## config.mk

```make
export PLATFORM = sky130hd
export DESIGN_NAME = qla_board_top
export DESIGN_NICKNAME = d
export VERILOG_FILES = /design/src/verilog/qla_board_pkg.sv /design/src/verilog/axis_regs.sv /design/src/verilog/block_sampler.sv /design/src/verilog/qla_board_top.sv /design/src/verilog/reg_read_port.sv /design/src/verilog/sample_buffer.sv
export VERILOG_INCLUDE_DIRS = /design/src /design/src/verilog
export SDC_FILE = /design/constraint.sdc
export NUM_CORES = 1
export LEC_CHECK = 0
export BUFFER_PORTS_ARGS = -buffer_cell sky130_fd_sc_hd__buf_2
export CORE_MARGIN = 2
export CORE_UTILIZATION = 63
export DETAILED_ROUTE_END_ITERATION = 8
export PLACE_DENSITY = 0.84
export SLEW_MARGIN = 10
export SYNTH_ARGS = -nofsm -noshare
export SYNTH_HDL_FRONTEND = slang
export SYNTH_SLANG_ARGS = --single-unit
```

## constraint.sdc

```tcl
create_clock -name sysclk -period 5.7 [get_ports sysclk]
set_clock_uncertainty 0.2 [all_clocks]
set_input_delay 1.14 -clock sysclk [delete_from_list [all_inputs] [get_ports sysclk]]
set_output_delay 1.14 -clock sysclk [all_outputs]
set_load 0.005 [all_outputs]
```

## src/verilog/qla_board_cfg.svh

```systemverilog
// qla board configuration
`ifndef QLA_BOARD_CFG_SVH
`define QLA_BOARD_CFG_SVH

// register bus
`define QLA_DATA_W          32          // register data width
`define QLA_ADDR_W          16          // register address width

// address field positions
`define QLA_SPACE_MSB       15          // address space field
`define QLA_SPACE_LSB       12
`define QLA_CHAN_MSB        7           // channel field, 0 is the board
`define QLA_CHAN_LSB        4
`define QLA_OFF_MSB         3           // offset within a channel
`define QLA_OFF_LSB         0

// axes
`define QLA_NUM_AXES        4
`define QLA_AXIS_W          16          // feedback and command width
`define QLA_SAFETY_MARGIN   16'h0100    // added to twice the command

// sample buffer
`define QLA_BUF_DEPTH       16
`define QLA_BUF_AW          4
`define QLA_SAMPLE_WORDS    10          // seq, status, adc+cmd per axis

`endif

```

## src/verilog/qla_board_pkg.sv

```systemverilog
// qla board shared types
`include "qla_board_cfg.svh"

package qla_board_pkg;

    // ----------------------------------------
    // address decode
    // ----------------------------------------

    // bits 15..12 of a register address
    typedef enum logic [3:0] {
        ADDR_MAIN     = 4'h0,   // board and axis registers
        ADDR_DATA_BUF = 4'h5    // sample buffer words
    } addr_space_e;

    // bits 3..0 within an axis channel
    // on channel 0, offset 0 is the status register
    typedef enum logic [3:0] {
        OFF_ADC_DATA = 4'h0,    // captured feedback
        OFF_DAC_CTRL = 4'h1     // current command
    } chan_off_e;

    // ----------------------------------------
    // sampler
    // ----------------------------------------

    typedef enum logic [1:0] {
        S_IDLE,                 // waiting for start
        S_HEAD,                 // sequence and status words
        S_AXES                  // adc and command per axis
    } sampler_state_e;

    // one word per axis, axis 1 first
    typedef logic [1:`QLA_NUM_AXES][`QLA_AXIS_W-1:0] axis_words_t;

endpackage

```

## src/verilog/axis_regs.sv

```systemverilog
// axis registers and safety check
`include "qla_board_cfg.svh"

module axis_regs (
    input  logic                        sysclk,
    input  logic                        arst_n,
    input  logic [`QLA_ADDR_W-1:0]      reg_waddr,
    input  logic [`QLA_DATA_W-1:0]      reg_wdata,
    input  logic                        reg_wen,
    input  qla_board_pkg::axis_words_t  cur_fb,
    input  logic                        cur_ready,     // adc result strobe
    input  logic [7:0]                  seq_num,
    output qla_board_pkg::axis_words_t  cur_cmd,
    output qla_board_pkg::axis_words_t  fb_hold,
    output logic [`QLA_NUM_AXES-1:0]    amp_en,
    output logic [`QLA_DATA_W-1:0]      status_word
);
    import qla_board_pkg::*;

    logic [3:0]               wr_space;
    logic [3:0]               wr_chan;
    logic [3:0]               wr_off;
    logic                     main_wr;
    logic                     en_wr;           // enable mask write
    logic [`QLA_NUM_AXES-1:0] enable_mask;
    logic [`QLA_NUM_AXES-1:0] latch;           // safety amp disable, per axis
    logic [`QLA_NUM_AXES-1:0] trip;
    logic [`QLA_NUM_AXES-1:0] clear;
    logic                     check_pend;      // fb_hold freshly captured

    // ----------------------------------------
    // write decode
    // ----------------------------------------
    assign wr_space = reg_waddr[`QLA_SPACE_MSB:`QLA_SPACE_LSB];
    assign wr_chan  = reg_waddr[`QLA_CHAN_MSB:`QLA_CHAN_LSB];
    assign wr_off   = reg_waddr[`QLA_OFF_MSB:`QLA_OFF_LSB];
    assign main_wr  = reg_wen && (wr_space == ADDR_MAIN);
    assign en_wr    = main_wr && (wr_chan == 4'd0) && (wr_off == 4'd0); // board status reg
    assign clear    = en_wr ? reg_wdata[`QLA_NUM_AXES-1:0] : '0;   // re-enable clears latch

    // command registers, axes 1..4
    always_ff @(posedge sysclk or negedge arst_n) begin
        if (!arst_n) begin
            cur_cmd <= '0;
        end else begin
            for (int n = 1; n <= `QLA_NUM_AXES; n++) begin
                if (main_wr && (wr_chan == n) && (wr_off == OFF_DAC_CTRL)) begin
                    cur_cmd[n] <= reg_wdata[`QLA_AXIS_W-1:0];   // low half only
                end
            end
        end
    end

    // ----------------------------------------
    // feedback capture, enables, latches
    // ----------------------------------------
    always_ff @(posedge sysclk or negedge arst_n) begin
        if (!arst_n) begin
            fb_hold     <= '0;
            check_pend  <= 1'b0;
            enable_mask <= '0;
            latch       <= '0;
        end else begin
            check_pend <= cur_ready;                // check one cycle after capture
            if (cur_ready) begin
                fb_hold <= cur_fb;
            end
            if (en_wr) begin
                enable_mask <= reg_wdata[`QLA_NUM_AXES-1:0];
            end
            latch <= (latch & ~clear) | trip;       // a trip wins over a clear
        end
    end

    // one comparator per axis, unsigned 18 bit
    for (genvar n = 1; n <= `QLA_NUM_AXES; n++) begin : g_safety
        logic [17:0] fb_ext;
        logic [17:0] limit;      // 2*cmd + margin

        assign fb_ext = {2'b00, fb_hold[n]};
        assign limit  = {1'b0, cur_cmd[n], 1'b0} + {2'b00, `QLA_SAFETY_MARGIN};
        assign trip[n-1] = check_pend && enable_mask[n-1] && (fb_ext > limit);

        // a held latch keeps the amplifier off in the following cycle
        a_latch_holds_off: assert property (@(posedge sysclk) disable iff (!arst_n)
            (latch[n-1] && !clear[n-1]) |=> !amp_en[n-1]);
    end

    assign amp_en = enable_mask & ~latch;

    // status: enables, latches, seq low byte
    assign status_word = {{(`QLA_DATA_W - 8 - 2*`QLA_NUM_AXES){1'b0}},
                          seq_num, latch, enable_mask};

endmodule

```

## src/verilog/block_sampler.sv

```systemverilog
// block sampler
`include "qla_board_cfg.svh"

module block_sampler (
    input  logic                        sysclk,
    input  logic                        arst_n,
    input  logic                        sample_start,
    input  logic [`QLA_DATA_W-1:0]      status_word,
    input  qla_board_pkg::axis_words_t  fb_hold,
    input  qla_board_pkg::axis_words_t  cur_cmd,
    output logic                        busy,
    output logic [7:0]                  seq_num,
    output logic                        buf_wen,
    output logic [`QLA_BUF_AW-1:0]      buf_waddr,
    output logic [`QLA_DATA_W-1:0]      buf_wdata
);
    import qla_board_pkg::*;

    localparam int last_idx = `QLA_SAMPLE_WORDS - 1;

    sampler_state_e          state;
    logic [`QLA_BUF_AW-1:0]  widx;         // word being written
    logic [2:0]              axis_sel;     // 1..4 during S_AXES
    logic                    last_word;

    assign busy      = (state != S_IDLE);
    assign buf_wen   = busy;               // one word per busy cycle
    assign buf_waddr = widx;
    assign axis_sel  = widx[`QLA_BUF_AW-1:1];   // words 2,3 -> axis 1 ... 8,9 -> axis 4
    assign last_word = (widx == last_idx[`QLA_BUF_AW-1:0]);

    // ----------------------------------------
    // snapshot word select
    // ----------------------------------------
    always_comb begin
        case (state)
            S_HEAD: begin
                if (widx[0]) begin
                    buf_wdata = status_word;
                end else begin
                    buf_wdata = {{(`QLA_DATA_W-8){1'b0}}, seq_num};
                end
            end
            S_AXES: begin
                if (widx[0]) begin                  // odd word is the command
                    buf_wdata = {{(`QLA_DATA_W-`QLA_AXIS_W){1'b0}}, cur_cmd[axis_sel]};
                end else begin                      // even word is the adc word
                    buf_wdata = {{(`QLA_DATA_W-`QLA_AXIS_W){1'b0}}, fb_hold[axis_sel]};
                end
            end
            default: buf_wdata = '0;
        endcase
    end

    // ----------------------------------------
    // FSM
    // ----------------------------------------
    always_ff @(posedge sysclk or negedge arst_n) begin
        if (!arst_n) begin
            state   <= S_IDLE;
            widx    <= '0;
            seq_num <= '0;
        end else begin
            case (state)
                S_IDLE: begin
                    if (sample_start) begin         // starts only from idle
                        state   <= S_HEAD;
                        widx    <= '0;
                        seq_num <= seq_num + 8'd1;  // first capture is 1
                    end
                end
                S_HEAD: begin
                    widx <= widx + 1'b1;
                    if (widx[0]) begin
                        state <= S_AXES;
                    end
                end
                S_AXES: begin
                    if (last_word) begin
                        state <= S_IDLE;
                        widx  <= '0;
                    end else begin
                        widx <= widx + 1'b1;
                    end
                end
                default: state <= S_IDLE;
            endcase
        end
    end

    // capture lasts exactly one snapshot
    a_busy_len: assert property (@(posedge sysclk) disable iff (!arst_n)
        $rose(busy) |-> busy [*`QLA_SAMPLE_WORDS] ##1 !busy);

    a_waddr_range: assert property (@(posedge sysclk) disable iff (!arst_n)
        buf_wen |-> (buf_waddr < `QLA_SAMPLE_WORDS));

endmodule

```

## src/verilog/qla_board_top.sv

```systemverilog
// qla board top level
`include "qla_board_cfg.svh"

module qla_board_top (
    input  logic                        sysclk,
    input  logic                        arst_n,
    // host register bus
    input  logic [`QLA_ADDR_W-1:0]      reg_raddr,
    input  logic [`QLA_ADDR_W-1:0]      reg_waddr,
    input  logic [`QLA_DATA_W-1:0]      reg_wdata,
    input  logic                        reg_wen,
    output logic [`QLA_DATA_W-1:0]      reg_rdata,
    // adc side
    input  qla_board_pkg::axis_words_t  cur_fb,
    input  logic                        cur_ready,
    // amplifier side
    output qla_board_pkg::axis_words_t  cur_cmd,
    output logic [`QLA_NUM_AXES-1:0]    amp_en,
    // block sampling
    input  logic                        sample_start,
    output logic                        sample_busy
);
    import qla_board_pkg::*;

    axis_words_t             fb_hold;       // feedback held since last cur_ready
    logic [`QLA_DATA_W-1:0]  status_word;
    logic [7:0]              seq_num;       // capture count
    logic                    buf_wen;
    logic [`QLA_BUF_AW-1:0]  buf_waddr;
    logic [`QLA_DATA_W-1:0]  buf_wdata;
    logic [`QLA_BUF_AW-1:0]  buf_raddr;
    logic [`QLA_DATA_W-1:0]  buf_rdata;

    // ----------------------------------------
    // axis registers and safety
    // ----------------------------------------
    axis_regs u_axis_regs (
        .sysclk      (sysclk),
        .arst_n      (arst_n),
        .reg_waddr   (reg_waddr),
        .reg_wdata   (reg_wdata),
        .reg_wen     (reg_wen),
        .cur_fb      (cur_fb),
        .cur_ready   (cur_ready),
        .seq_num     (seq_num),
        .cur_cmd     (cur_cmd),
        .fb_hold     (fb_hold),
        .amp_en      (amp_en),
        .status_word (status_word)
    );

    // ----------------------------------------
    // snapshot path
    // ----------------------------------------
    block_sampler u_block_sampler (
        .sysclk       (sysclk),
        .arst_n       (arst_n),
        .sample_start (sample_start),
        .status_word  (status_word),
        .fb_hold      (fb_hold),
        .cur_cmd      (cur_cmd),
        .busy         (sample_busy),
        .seq_num      (seq_num),
        .buf_wen      (buf_wen),
        .buf_waddr    (buf_waddr),
        .buf_wdata    (buf_wdata)
    );

    sample_buffer u_sample_buffer (
        .sysclk    (sysclk),
        .arst_n    (arst_n),
        .buf_wen   (buf_wen),
        .buf_waddr (buf_waddr),
        .buf_wdata (buf_wdata),
        .buf_raddr (buf_raddr),
        .buf_rdata (buf_rdata)
    );

    // host reads, one cycle latency
    reg_read_port u_reg_read_port (
        .sysclk      (sysclk),
        .arst_n      (arst_n),
        .reg_raddr   (reg_raddr),
        .status_word (status_word),
        .fb_hold     (fb_hold),
        .cur_cmd     (cur_cmd),
        .buf_rdata   (buf_rdata),
        .buf_raddr   (buf_raddr),
        .reg_rdata   (reg_rdata)
    );

endmodule

```

## src/verilog/reg_read_port.sv

```systemverilog
// register read port
`include "qla_board_cfg.svh"

module reg_read_port (
    input  logic                        sysclk,
    input  logic                        arst_n,
    input  logic [`QLA_ADDR_W-1:0]      reg_raddr,
    input  logic [`QLA_DATA_W-1:0]      status_word,
    input  qla_board_pkg::axis_words_t  fb_hold,
    input  qla_board_pkg::axis_words_t  cur_cmd,
    input  logic [`QLA_DATA_W-1:0]      buf_rdata,
    output logic [`QLA_BUF_AW-1:0]      buf_raddr,
    output logic [`QLA_DATA_W-1:0]      reg_rdata
);
    import qla_board_pkg::*;

    logic [3:0]              rd_space;
    logic [3:0]              rd_chan;
    logic [3:0]              rd_off;
    logic [`QLA_DATA_W-1:0]  main_word;    // board or axis register
    logic [`QLA_DATA_W-1:0]  main_q;
    logic [3:0]              space_q;      // space of the pending read

    assign rd_space  = reg_raddr[`QLA_SPACE_MSB:`QLA_SPACE_LSB];
    assign rd_chan   = reg_raddr[`QLA_CHAN_MSB:`QLA_CHAN_LSB];
    assign rd_off    = reg_raddr[`QLA_OFF_MSB:`QLA_OFF_LSB];
    assign buf_raddr = reg_raddr[`QLA_BUF_AW-1:0];   // word k at bits 3..0

    // ----------------------------------------
    // main space mux
    // ----------------------------------------
    always_comb begin
        main_word = '0;                             // unknown space, chan, offset
        if (rd_space == ADDR_MAIN) begin
            if (rd_chan == 4'd0) begin
                if (rd_off == 4'd0) begin
                    main_word = status_word;
                end
            end else if (rd_chan <= `QLA_NUM_AXES) begin
                case (rd_off)
                    OFF_ADC_DATA: main_word = {{(`QLA_DATA_W-`QLA_AXIS_W){1'b0}},
                                               fb_hold[rd_chan]};
                    OFF_DAC_CTRL: main_word = {{(`QLA_DATA_W-`QLA_AXIS_W){1'b0}},
                                               cur_cmd[rd_chan]};
                    default:      main_word = '0;
                endcase
            end
        end
    end

    always_ff @(posedge sysclk or negedge arst_n) begin
        if (!arst_n) begin
            main_q  <= '0;
            space_q <= ADDR_MAIN;
        end else begin
            main_q  <= main_word;
            space_q <= rd_space;
        end
    end

    // buffer word arrives registered in the same cycle
    assign reg_rdata = (space_q == ADDR_DATA_BUF) ? buf_rdata : main_q;

endmodule

```

## src/verilog/sample_buffer.sv

```systemverilog
// sample buffer memory
`include "qla_board_cfg.svh"

module sample_buffer (
    input  logic                        sysclk,
    input  logic                        arst_n,
    input  logic                        buf_wen,
    input  logic [`QLA_BUF_AW-1:0]      buf_waddr,
    input  logic [`QLA_DATA_W-1:0]      buf_wdata,
    input  logic [`QLA_BUF_AW-1:0]      buf_raddr,
    output logic [`QLA_DATA_W-1:0]      buf_rdata
);

    logic [`QLA_DATA_W-1:0] mem [`QLA_BUF_DEPTH];

    // write port, sampler side
    always_ff @(posedge sysclk or negedge arst_n) begin
        if (!arst_n) begin
            for (int i = 0; i < `QLA_BUF_DEPTH; i++) begin
                mem[i] <= '0;       // unwritten words read 0
            end
        end else if (buf_wen) begin
            mem[buf_waddr] <= buf_wdata;
        end
    end

    // read port, host side
    always_ff @(posedge sysclk or negedge arst_n) begin
        if (!arst_n) begin
            buf_rdata <= '0;
        end else begin
            buf_rdata <= mem[buf_raddr];    // registered, lines up with main_q
        end
    end

endmodule
```

Word-level counts from Yosys, hierarchy flattened
Index checks and enable logic that the tools add are counted.
{"block": "op_classes", "add_sub_neg": 6, "multipliers": 0, "n_div": 0, "magnitude_cmp": 10, "eq_ne": 13, "shifts": 0, "muxes": 35, "bitwise_logic": 9, "n_reduce_logical": 32}
{"operator": "bitwise mux 512 bit", "count": 1}
{"operator": "two-way mux 32 bit", "count": 7}
{"operator": "binary-select mux 16 bit (select 3 bit)", "count": 4}
{"operator": "two-way mux 16 bit", "count": 11}
{"operator": "binary-select mux 32 bit (select 4 bit)", "count": 1}
{"operator": "demux 32 bit (select 4 bit)", "count": 1}
{"operator": "adder 17 x 9 -> 18 bit (second input constant)", "count": 4}
{"operator": "greater-than comparator 16 x 18 -> 1 bit", "count": 4}
{"operator": "one-hot mux 32 bit (2 select lines)", "count": 1}
{"operator": "one-hot mux 16 bit (2 select lines)", "count": 1}
{"operator": "zero test 4 bit", "count": 6}
{"operator": "logical AND 1 bit", "count": 20}
{"operator": "inverter 4 -> 5 bit", "count": 3}
{"operator": "equality test 4 x 1 -> 1 bit (second input constant)", "count": 3}
{"operator": "two-way mux 4 bit", "count": 3}
{"operator": "one-hot mux 4 bit (3 select lines)", "count": 1}
{"operator": ">= comparator 5 bit (second input constant)", "count": 2}
{"operator": "adder 8 x 1 -> 8 bit (second input constant)", "count": 1}
{"operator": "AND 4 bit", "count": 2}
{"operator": "equality test 4 x 2 -> 1 bit (second input constant)", "count": 2}
{"operator": "equality test 4 x 3 -> 1 bit (second input constant)", "count": 2}
{"operator": "inverter 4 bit", "count": 2}
{"operator": "two-way mux 2 bit", "count": 3}
{"operator": "one-hot mux 2 bit (3 select lines)", "count": 1}
{"operator": "17 further kinds", "count": 19}
{"block": "totals", "regBits": 731, "latch_bits": 0, "ram_bits": 0, "mem_bits_ro": 0, "out_inout_bits": 101, "elab_cells": 138, "n_memories": 0}

Depth between registers and ports, before layout
Gate-level depths: netlist of the first run.
{"block": "logic_depth", "word_depth": 8, "ltp_mapped": 10, "mapped_depth_nobuf": 10}

Modules after synthesis
Synthesis of the first run repeated with hierarchy kept, for this count alone.
{"block": "unflattened", "cells_unflattened": 2669, "hier_area_um2": 36077.1}
{"module": "sample_buffer", "n_inst": 1, "cells_per_inst": 1437, "area_each_um2": 23578.9}
{"module": "axis_regs", "n_inst": 1, "cells_per_inst": 606, "area_each_um2": 7229.4}
{"module": "reg_read_port", "n_inst": 1, "cells_per_inst": 343, "area_each_um2": 2925.3}
{"module": "block_sampler", "n_inst": 1, "cells_per_inst": 283, "area_each_um2": 2343.5}

Worst setup path before layout of the first run
OpenSTA, ideal clock, no wires.
{"block": "synth_path", "path_type": "input port to flip-flop", "start": "input port reg_raddr[0]", "end": "register u_sample_buffer.buf_rdata[0]", "setup_time_ps": 138, "arrival_ps": 2657, "required_ps": 5362, "path_slack_ps": 2705, "path_stages": 3, "n_path_buf": 1, "path_cell_list": "buf_1 > mux4_2 > mux4_2"}
{"block": "synth_via", "elab_chain_cells": 4}
{"element": "start: declaration", "line_no": "qla_board_top.sv:8", "source": "input logic [`QLA_ADDR_W-1:0] reg_raddr,"}
{"element": "inverter 4 -> 5 bit (not written as such)", "line_no": "sample_buffer.sv:32", "source": "buf_rdata <= mem[buf_raddr];"}
{"element": "binary-select mux 32 bit (select 4 bit)", "line_no": "sample_buffer.sv:32"}
{"element": "two-way mux 32 bit (not written as such) (2 in series)", "line_no": "sample_buffer.sv:32"}
{"element": "end signal: assignment", "line_no": "sample_buffer.sv:32"}
{"element": "end: declaration", "line_no": "sample_buffer.sv:11", "source": "output logic [`QLA_DATA_W-1:0] buf_rdata"}
No other way between the ends. The select of a mux whose other input is x is not followed.
A chain may end at the register's enable or synchronous reset.

Worst setup path in the final report of the first run
{"block": "layout_path", "start": "register u_reg_read_port.space_q[1]", "end": "output port reg_rdata[11]"}
{"block": "layout_via", "elab_chain_cells": 2}
{"element": "start: declaration", "line_no": "reg_read_port.sv:22", "source": "logic [3:0] space_q;"}
{"element": "start signal: assignment", "line_no": "reg_read_port.sv:57", "source": "space_q <= rd_space;"}
{"element": "equality test 4 x 3 -> 1 bit", "line_no": "reg_read_port.sv:62", "source": "assign reg_rdata = (space_q == ADDR_DATA_BUF) ? buf_rdata : main_q;"}
{"element": "two-way mux 32 bit", "line_no": "reg_read_port.sv:62"}
{"element": "end: declaration", "line_no": "qla_board_top.sv:12", "source": "output logic [`QLA_DATA_W-1:0] reg_rdata,"}
No other way between the ends.

==> summary.md, run 1 <==
| Metric | Value |
|---|---|
| Syn avg cell area | 11.07 µm² |
| Max-slew headroom | between 10% and 20% |
| Hold Path Depth | 2 |
| Post-CTS Resized | 0 |
| DRT Pass-1 Iters | 8 |
| Power density of the placed cells | 335.3 nW/µm² |
| Max-Cap Viols | 0 |
| Drt drc | 0 |
| I/O pin total | 234 |
| FF-to-FF End | u_sample_buffer.mem[103]$_DFFE_PN0P_ |
| Cells after Synth | 2045 |
| Worst r2r src | u_block_sampler.state[0]$_DFFE_PN0P_ |
| Clk slew on worst S/H paths | approximately 0.06 ns |
| Yosys warnings | 0 |
| Post-synth EDFFs | 0 |
| CTS Buf Count | 46 |
| First-pass GRT wire length | 105000 µm |
| HP Class | register to register |
| Worst Setup Start Kind | register |
| Min-delay src | u_sample_buffer.mem[5]$_DFFE_PN0P_ |
| Later-pin clock latency in the skew report | 0.60 ns |
| Layout Nets | 2380 |
| IO buf count | about 190 |
| CP endpoint | reg_rdata[11] |
| Crit Path Class | register to output pin |
| Via density | 6.733 |
| Antenna Nets Post-Route | 0 |
| GRT Overall Usage | 36.67% |
| FP Rows | 69 |
| VDD IR max | 0.3263 mV |
| Max frequency | approximately 280 MHz |
| Gr ovfl total | 0 |
| Largest net degree at the start of global routing | 136 |
| Crit path max fanout | 16 |
| Placer Congestion | 0.9960 |
| Cell variety after synth | 63 |
| Flops & latches, synth | 443 |
| Die Wd | between 150 and 200 µm |
| Setup tns final | 0 ns |
| Worst Path Required | 4.36 ns |
| CTS tree | yes |
| CTS Hold Buffers Added | 0 |
| Final Hold Vio Count | 0 |
| Crit. Startpoint | u_reg_read_port.space_q[1]$_DFF_PN0_ |
| Via Count | 17983 |
| Setup bufs post-CTS | 0 |
| RSZ-0062 raised after global routing | no |
| Least-Margin Pin Slew | 1.289 ns |
| Final cell count without fillers | roughly 2700 |
| Initial core utilization | 63.82% |
| Final period util | 61.76% |
| Share of cells above drive strength 1 | 25.96% |
| Most frequent cells in the layout | dfrtp_1 (442), a21oi_1 (253), nor2_1 (233) |
| Leakage power | about 12 nW |
| Fin crit period | between 3 and 4 ns |
| Placed cells | ~2600 |
| Vias in the first global route | around 18000 |
| HPWL after DPL | 45490 µm |
| R2R depth | 7 |
| Wire length per cell | between 20 and 30 µm |
| Antenna violations before repair | 5 |
| Max-slew violation count | 0 |
| Area grow syn2layout | 12.30% |
| CTS sink count | 443 |
| Die Height | 193.6 µm |
| Detailed Route Iter0 Violations | 2209 |
| Root Buffer | clkbuf_16 |
| Endpoints failing setup | 0 |
| Core area | 35480 µm² |
| DRT Wirelength | between 60000 and 70000 µm |
| Reg-to-reg slack, setup | 2.19 ns |
| Die Area | around 37000 µm² |
| Synthesized cell area | ~23000 µm² |
| Critical Path End Type | output pin |
| Clk buf depth | 3 |
| H-tree depth | 2 |
| Status | complete, no violations |
| Seq/Total Area, Yosys | 48.95% |
| Asr flop ratio synth | 100.0% |
| Most common cell after layout, fill and taps aside | dfrtp_1 |
| Top FF cell, synth | dfrtp_1 |
| Crit path DAT | 2.18 ns |
==> metal layers <==
| metal | GRT usage, % | vias up | wire [µm] |
|---|---|---|---|
| li1 | - | 7597 | - |
| met5 | 0 | - | 13 |
| met3 | 9.083 | 268 | 7630 |
| met2 | 56.48 | 1157 | 31720 |
| met1 | 48.37 | 8959 | 24970 |
| met4 | 19.99 | 2 | 3994 |
==> where the power goes <==
group	leakage [nW]	internal (W)	switching (W)
Combinational	5.05	0.000688	0.000931
Sequential	5.72	0.00355	0.000336
Clock	0.739	0.00174	0.00127
Total	11.5	0.00599	0.00254
==> Yosys cell counts, drive strengths merged (2+ instances only) <==
cell type	count	area [µm²]
xor2	9	78.83
nor4b	4	47.55
nand4b	2	17.52
a21o	4	30.03
o21ai	119	595.6
o211ai	7	52.55
a31oi	2	12.51
nor3	21	115.1
a211o	2	17.52
a22o	4	35.03
nand2	153	574.3
a21oi	253	1266
buf	69	400.4
nand3b	5	41.29
a2111oi	8	70.07
ha	73	913.4
or3	2	12.51
o22ai	13	81.33
clkbuf	91	341.6
mux2i	56	560.5
nor2	241	904.6
a211oi	11	122.6
mux2	135	1558
nand3	24	120.1
or2	5	31.28
clkinv	2	7.510
a32o	3	30.03
xnor2	23	201.4
o22a	12	105.1
mux4	104	2342
dfrtp	443	11090
nor4	8	71.32
nand4	25	156.4
inv	52	195.2
or4	3	22.52
o21a	4	30.03
a221oi	12	105.1
nand2b	6	37.54
and3	4	25.02
a22oi	10	75.07
nor2b	9	56.30
==> flip-flops by register name, summed over array words and instances, names as in the netlist, 4 cells and up <==
name / flops
u_sample_buffer.mem: 256
u_axis_regs.cur_cmd: 64
u_axis_regs.fb_hold: 64
u_reg_read_port.main_q: 16
u_sample_buffer.buf_rdata: 16
u_block_sampler.seq_num: 8
u_axis_regs.enable_mask: 4
u_axis_regs.latch: 4
u_block_sampler.buf_waddr: 4
u_reg_read_port.space_q: 4
==> cell type report <==
| class | instances | area [µm²] |
|---|---|---|
| clock buffers | 67 | 1350 |
| clock inverters | 14 | 178.9 |
| inverters | 54 | 202.7 |
| diodes | 3 | 7.507 |
| flip-flops and latches | 443 | 11090 |
| fillers | 2337 | 10050 |
| repair buffers | 226 | 1267 |
| multi-input cells | 1403 | 10760 |
| well taps | 461 | 576.8 |
==> critical path: stages, from the launching register on <==
cell and delay [ns]:
dfrtp_1 0.39, nor4bb_4 0.27, buf_4 0.33, mux2_2 0.43, buf_2 0.14
==> cells by family (layout without fill, tap and decap cells) <==
group	after synthesis	count (layout)	share of synthesized area, %
DFF	443	443	48.95
other	1	19	0.01656
AOI/OAI and AO/OA	469	469	11.80
adders and majority gates	73	73	4.033
buffers and inverters	214	361	4.172
and+or+nand+nor	518	518	10.09
muxes	295	295	19.70
xor gates and xnor gates	32	32	1.238
==> worst min-delay path by stage <==
stage | to | slack (ns)
after floorplan | u_sample_buffer.mem[32]$_DFFE_PN0P_ | 0.24
after global placement | u_sample_buffer.mem[37]$_DFFE_PN0P_ | 0.26
after detailed placement | u_sample_buffer.mem[36]$_DFFE_PN0P_ | 0.27
after CTS | u_sample_buffer.mem[70]$_DFFE_PN0P_ | 0.28
after global routing | u_sample_buffer.mem[74]$_DFFE_PN0P_ | 0.30
final | u_sample_buffer.mem[5]$_DFFE_PN0P_ | 0.28
==> stage by stage <==
step	hold WS (ns)	cell area, µm²	utilization [%]	power (W)	setup WS (ns)
floorplan	0.2446	22700	-	0.004925	2.705
global placement	0.2567	23890	67.32	0.005361	1.758
detailed placement	0.2685	23890	67.32	0.005473	1.757
CTS	0.2836	25420	71.63	0.008509	2.184
global route	0.2991	25420	71.65	0.008851	2.078
finish	0.2823	25430	71.67	0.008526	2.180
Power figures use the tool's default switching activity.
==> run 2: changes to the inputs <==
--- a/config.mk
+++ b/config.mk
@@ -8,9 +8,9 @@
 export LEC_CHECK = 0
 export BUFFER_PORTS_ARGS = -buffer_cell sky130_fd_sc_hd__buf_2
 export CORE_MARGIN = 2
-export CORE_UTILIZATION = 63
+export CORE_UTILIZATION = 60
 export DETAILED_ROUTE_END_ITERATION = 8
-export PLACE_DENSITY = 0.84
+export PLACE_DENSITY = 0.81
 export SLEW_MARGIN = 10
 export SYNTH_ARGS = -nofsm -noshare
 export SYNTH_HDL_FRONTEND = slang
==> constraint.sdc (replaced) <==
create_clock -name sysclk -period 3.3 [get_ports sysclk]
set_clock_uncertainty 0.2 [all_clocks]
set_input_delay 0.66 -clock sysclk [delete_from_list [all_inputs] [get_ports sysclk]]
set_output_delay 0.66 -clock sysclk [all_outputs]
set_load 0.005 [all_outputs]
==> summary.md, run 2 (synthesized netlist as in run 1, its figures left out) <==
| Metric | Value |
|---|---|
| Status | complete, no violations |
| Vias in the first global route | 18232 |
| Antenna violations before repair | 6 |
| Final worst-path setup slack | 0.2534 ns |
| Crit path max fanout | 12 |
| Die Height | roughly 200 µm |
| HPWL after DPL | 48760 µm |
| Detailed Route Iter0 Violations | 2146 |
| Place WS | 0.3125 ns |
| Post-Layout Inst Area | between 20000 and 30000 µm² |
| Largest Register | u_sample_buffer.mem |
| Most frequent cells in the layout | dfrtp_1 (442), a21oi_1 (253), nor2_1 (233) |
| CTS sink count | ~440 |
| Leakage power | 11.92 nW |
| Max-Cap Viols | 0 |
| H-tree depth | 2 |
| FP Rows | 71 |
| Least-Margin Pin Slew | 0.8991 ns |
| Max-slew headroom | 38.51% |
| Delay-heaviest family, CP | simple AND/OR/NAND/NOR gates |
| CTS tree | yes |
| Antenna Nets Post-Route | 0 |
| Max-slew violation count | 0 |
| Crit path DAT | 3.25 ns |
| Placed cells | ~2700 |
| Die Wd | 198.3 µm |
| Root Buffer | clkbuf_16 |
| Cell count along the critical path | 5 |
| Setup bufs post-CTS | 0 |
| Crit Path Class | primary input to register |
| Max frequency | 328.2 MHz |
| R2R depth | 9 |
| Final Hold Vio Count | 0 |
| Placer Congestion | 1.017 |
| GRT Overall Usage | 36.65% |
| Hold Path Depth | 2 |
| DRT Pass-1 Iters | 6 |
| Layout Nets | 2438 |
| Initial core utilization | 60.55% |
| RSZ-0062 raised after global routing | no |
| Wire length per cell | ~25 µm |
| Max stage delay on crit path | 0.80 ns |
| IO buf count | 193 |
| Critical Path End Type | register |
| Final period util | 92.32% |
| Final cell count without fillers | 2785 |
| CTS Buf Count | 46 |
| I/O pin total | 234 |
| Clk buf depth | 3 |
| Gr ovfl total | 0 |
| Later-pin clock latency in the skew report | 0.60 ns |
| Endpoints failing setup | 0 |
| Setup tns final | 0 ns |
| Top Registers | u_sample_buffer.mem x256, u_axis_regs.cur_cmd x64, u_axis_regs.fb_hold x64 |
| Share of cells above drive strength 1 | between 20 and 30% |
| Area grow syn2layout | 15.95% |
| Power density of the placed cells | just under 600 nW/µm² |
| VDD IR max | 0.4382 mV |
| Via density | 6.485 |
| Crit-path cells | dlygate4sd3_1, buf_2, or4_1, or2_2, a2111oi_0 |
| First-pass GRT wire length | 107100 µm |
| Via Count | 18062 |
| Worst Setup Start Kind | primary input |
| Fin crit period | slightly above 3 ns |
| Number of flip-flops in the largest register | about 260 |
| Worst Path Buf+Inv | 2 |
| Worst Path Required | roughly 3.5 ns |
| Largest net degree at the start of global routing | 92 |
| DP Area | 24550 µm² |
| Slowest stage cell, crit path | a2111oi_0 |
| DRT Wirelength | 69970 µm |
| Drt drc | 0 |
| Most common cell after layout, fill and taps aside | dfrtp_1 |
| HP Class | primary input to register |
| Core area | 37400 µm² |
| Die Area | 39310 µm² |
| Clk slew on worst S/H paths | 0.06 ns |
[run 2: cell type report]
class	count	area, µm²
clock inverter	15	256.5
inverter	54	202.7
tap	511	639.4
sequential	443	11090
antenna	5	12.51
clock buffer	70	1391
fill	2565	11140
multi-input combinational	1403	10750
timing repair buffer	284	1916
[run 2: where the power goes]
| part | total (W) | internal, W | leakage (nW) | switching, W |
|---|---|---|---|---|
| sequential | 0.00673 | 0.00614 | 5.72 | 0.000596 |
| clock | 0.00558 | 0.00333 | 0.802 | 0.00225 |
| combinational | 0.00288 | 0.00129 | 5.39 | 0.00160 |
[run 2: worst paths after layout]
kind / start / end / slack [ns]
setup / recovery: reg_raddr[13] / u_reg_read_port.main_q[1]$_DFF_PN0_ / 0.25
hold / removal: cur_fb[3] / u_axis_regs.fb_hold[3]$_DFFE_PN0P_ / 0.09
setup reg to reg: u_axis_regs.cur_cmd[39]$_DFFE_PN0P_ / u_axis_regs.latch[1]$_DFF_PN0_ / 0.41
hold reg to reg: u_sample_buffer.mem[34]$_DFFE_PN0P_ / u_sample_buffer.mem[34]$_DFFE_PN0P_ / 0.28
max in group asynchronous: arst_n / u_sample_buffer.mem[64]$_DFFE_PN0P_ / 1.55
min in group asynchronous: arst_n / u_sample_buffer.mem[37]$_DFFE_PN0P_ / 0.53
[run 2: metal layers]
layer	vias to the layer above	GRT usage (%)	share of wire [%]
met5	-	0	0.060
met2	1126	58.17	47
met3	273	8.823	11
li1	7716	-	-
met1	8941	47.68	37
met4	6	17.66	5.1
[run 2: what timing repair did]
item                      in CTS  in global routing
hold endpoints to repair      73                  0
hold buffers                   5                  0
resized for setup              0                  0
[run 2: per-stage QoR]
step | hold slack, ns | power (W) | utilization [%]
after CTS | 0.06933 | 0.01519 | 70.18
final | 0.08628 | 0.01520 | 70.21
after detailed placement | 0.2651 | 0.009599 | 65.64
after floorplan | 0.1644 | 0.008507 | -
after global placement | 0.2568 | 0.009399 | 65.64
after global routing | 0.09188 | 0.01579 | 70.18
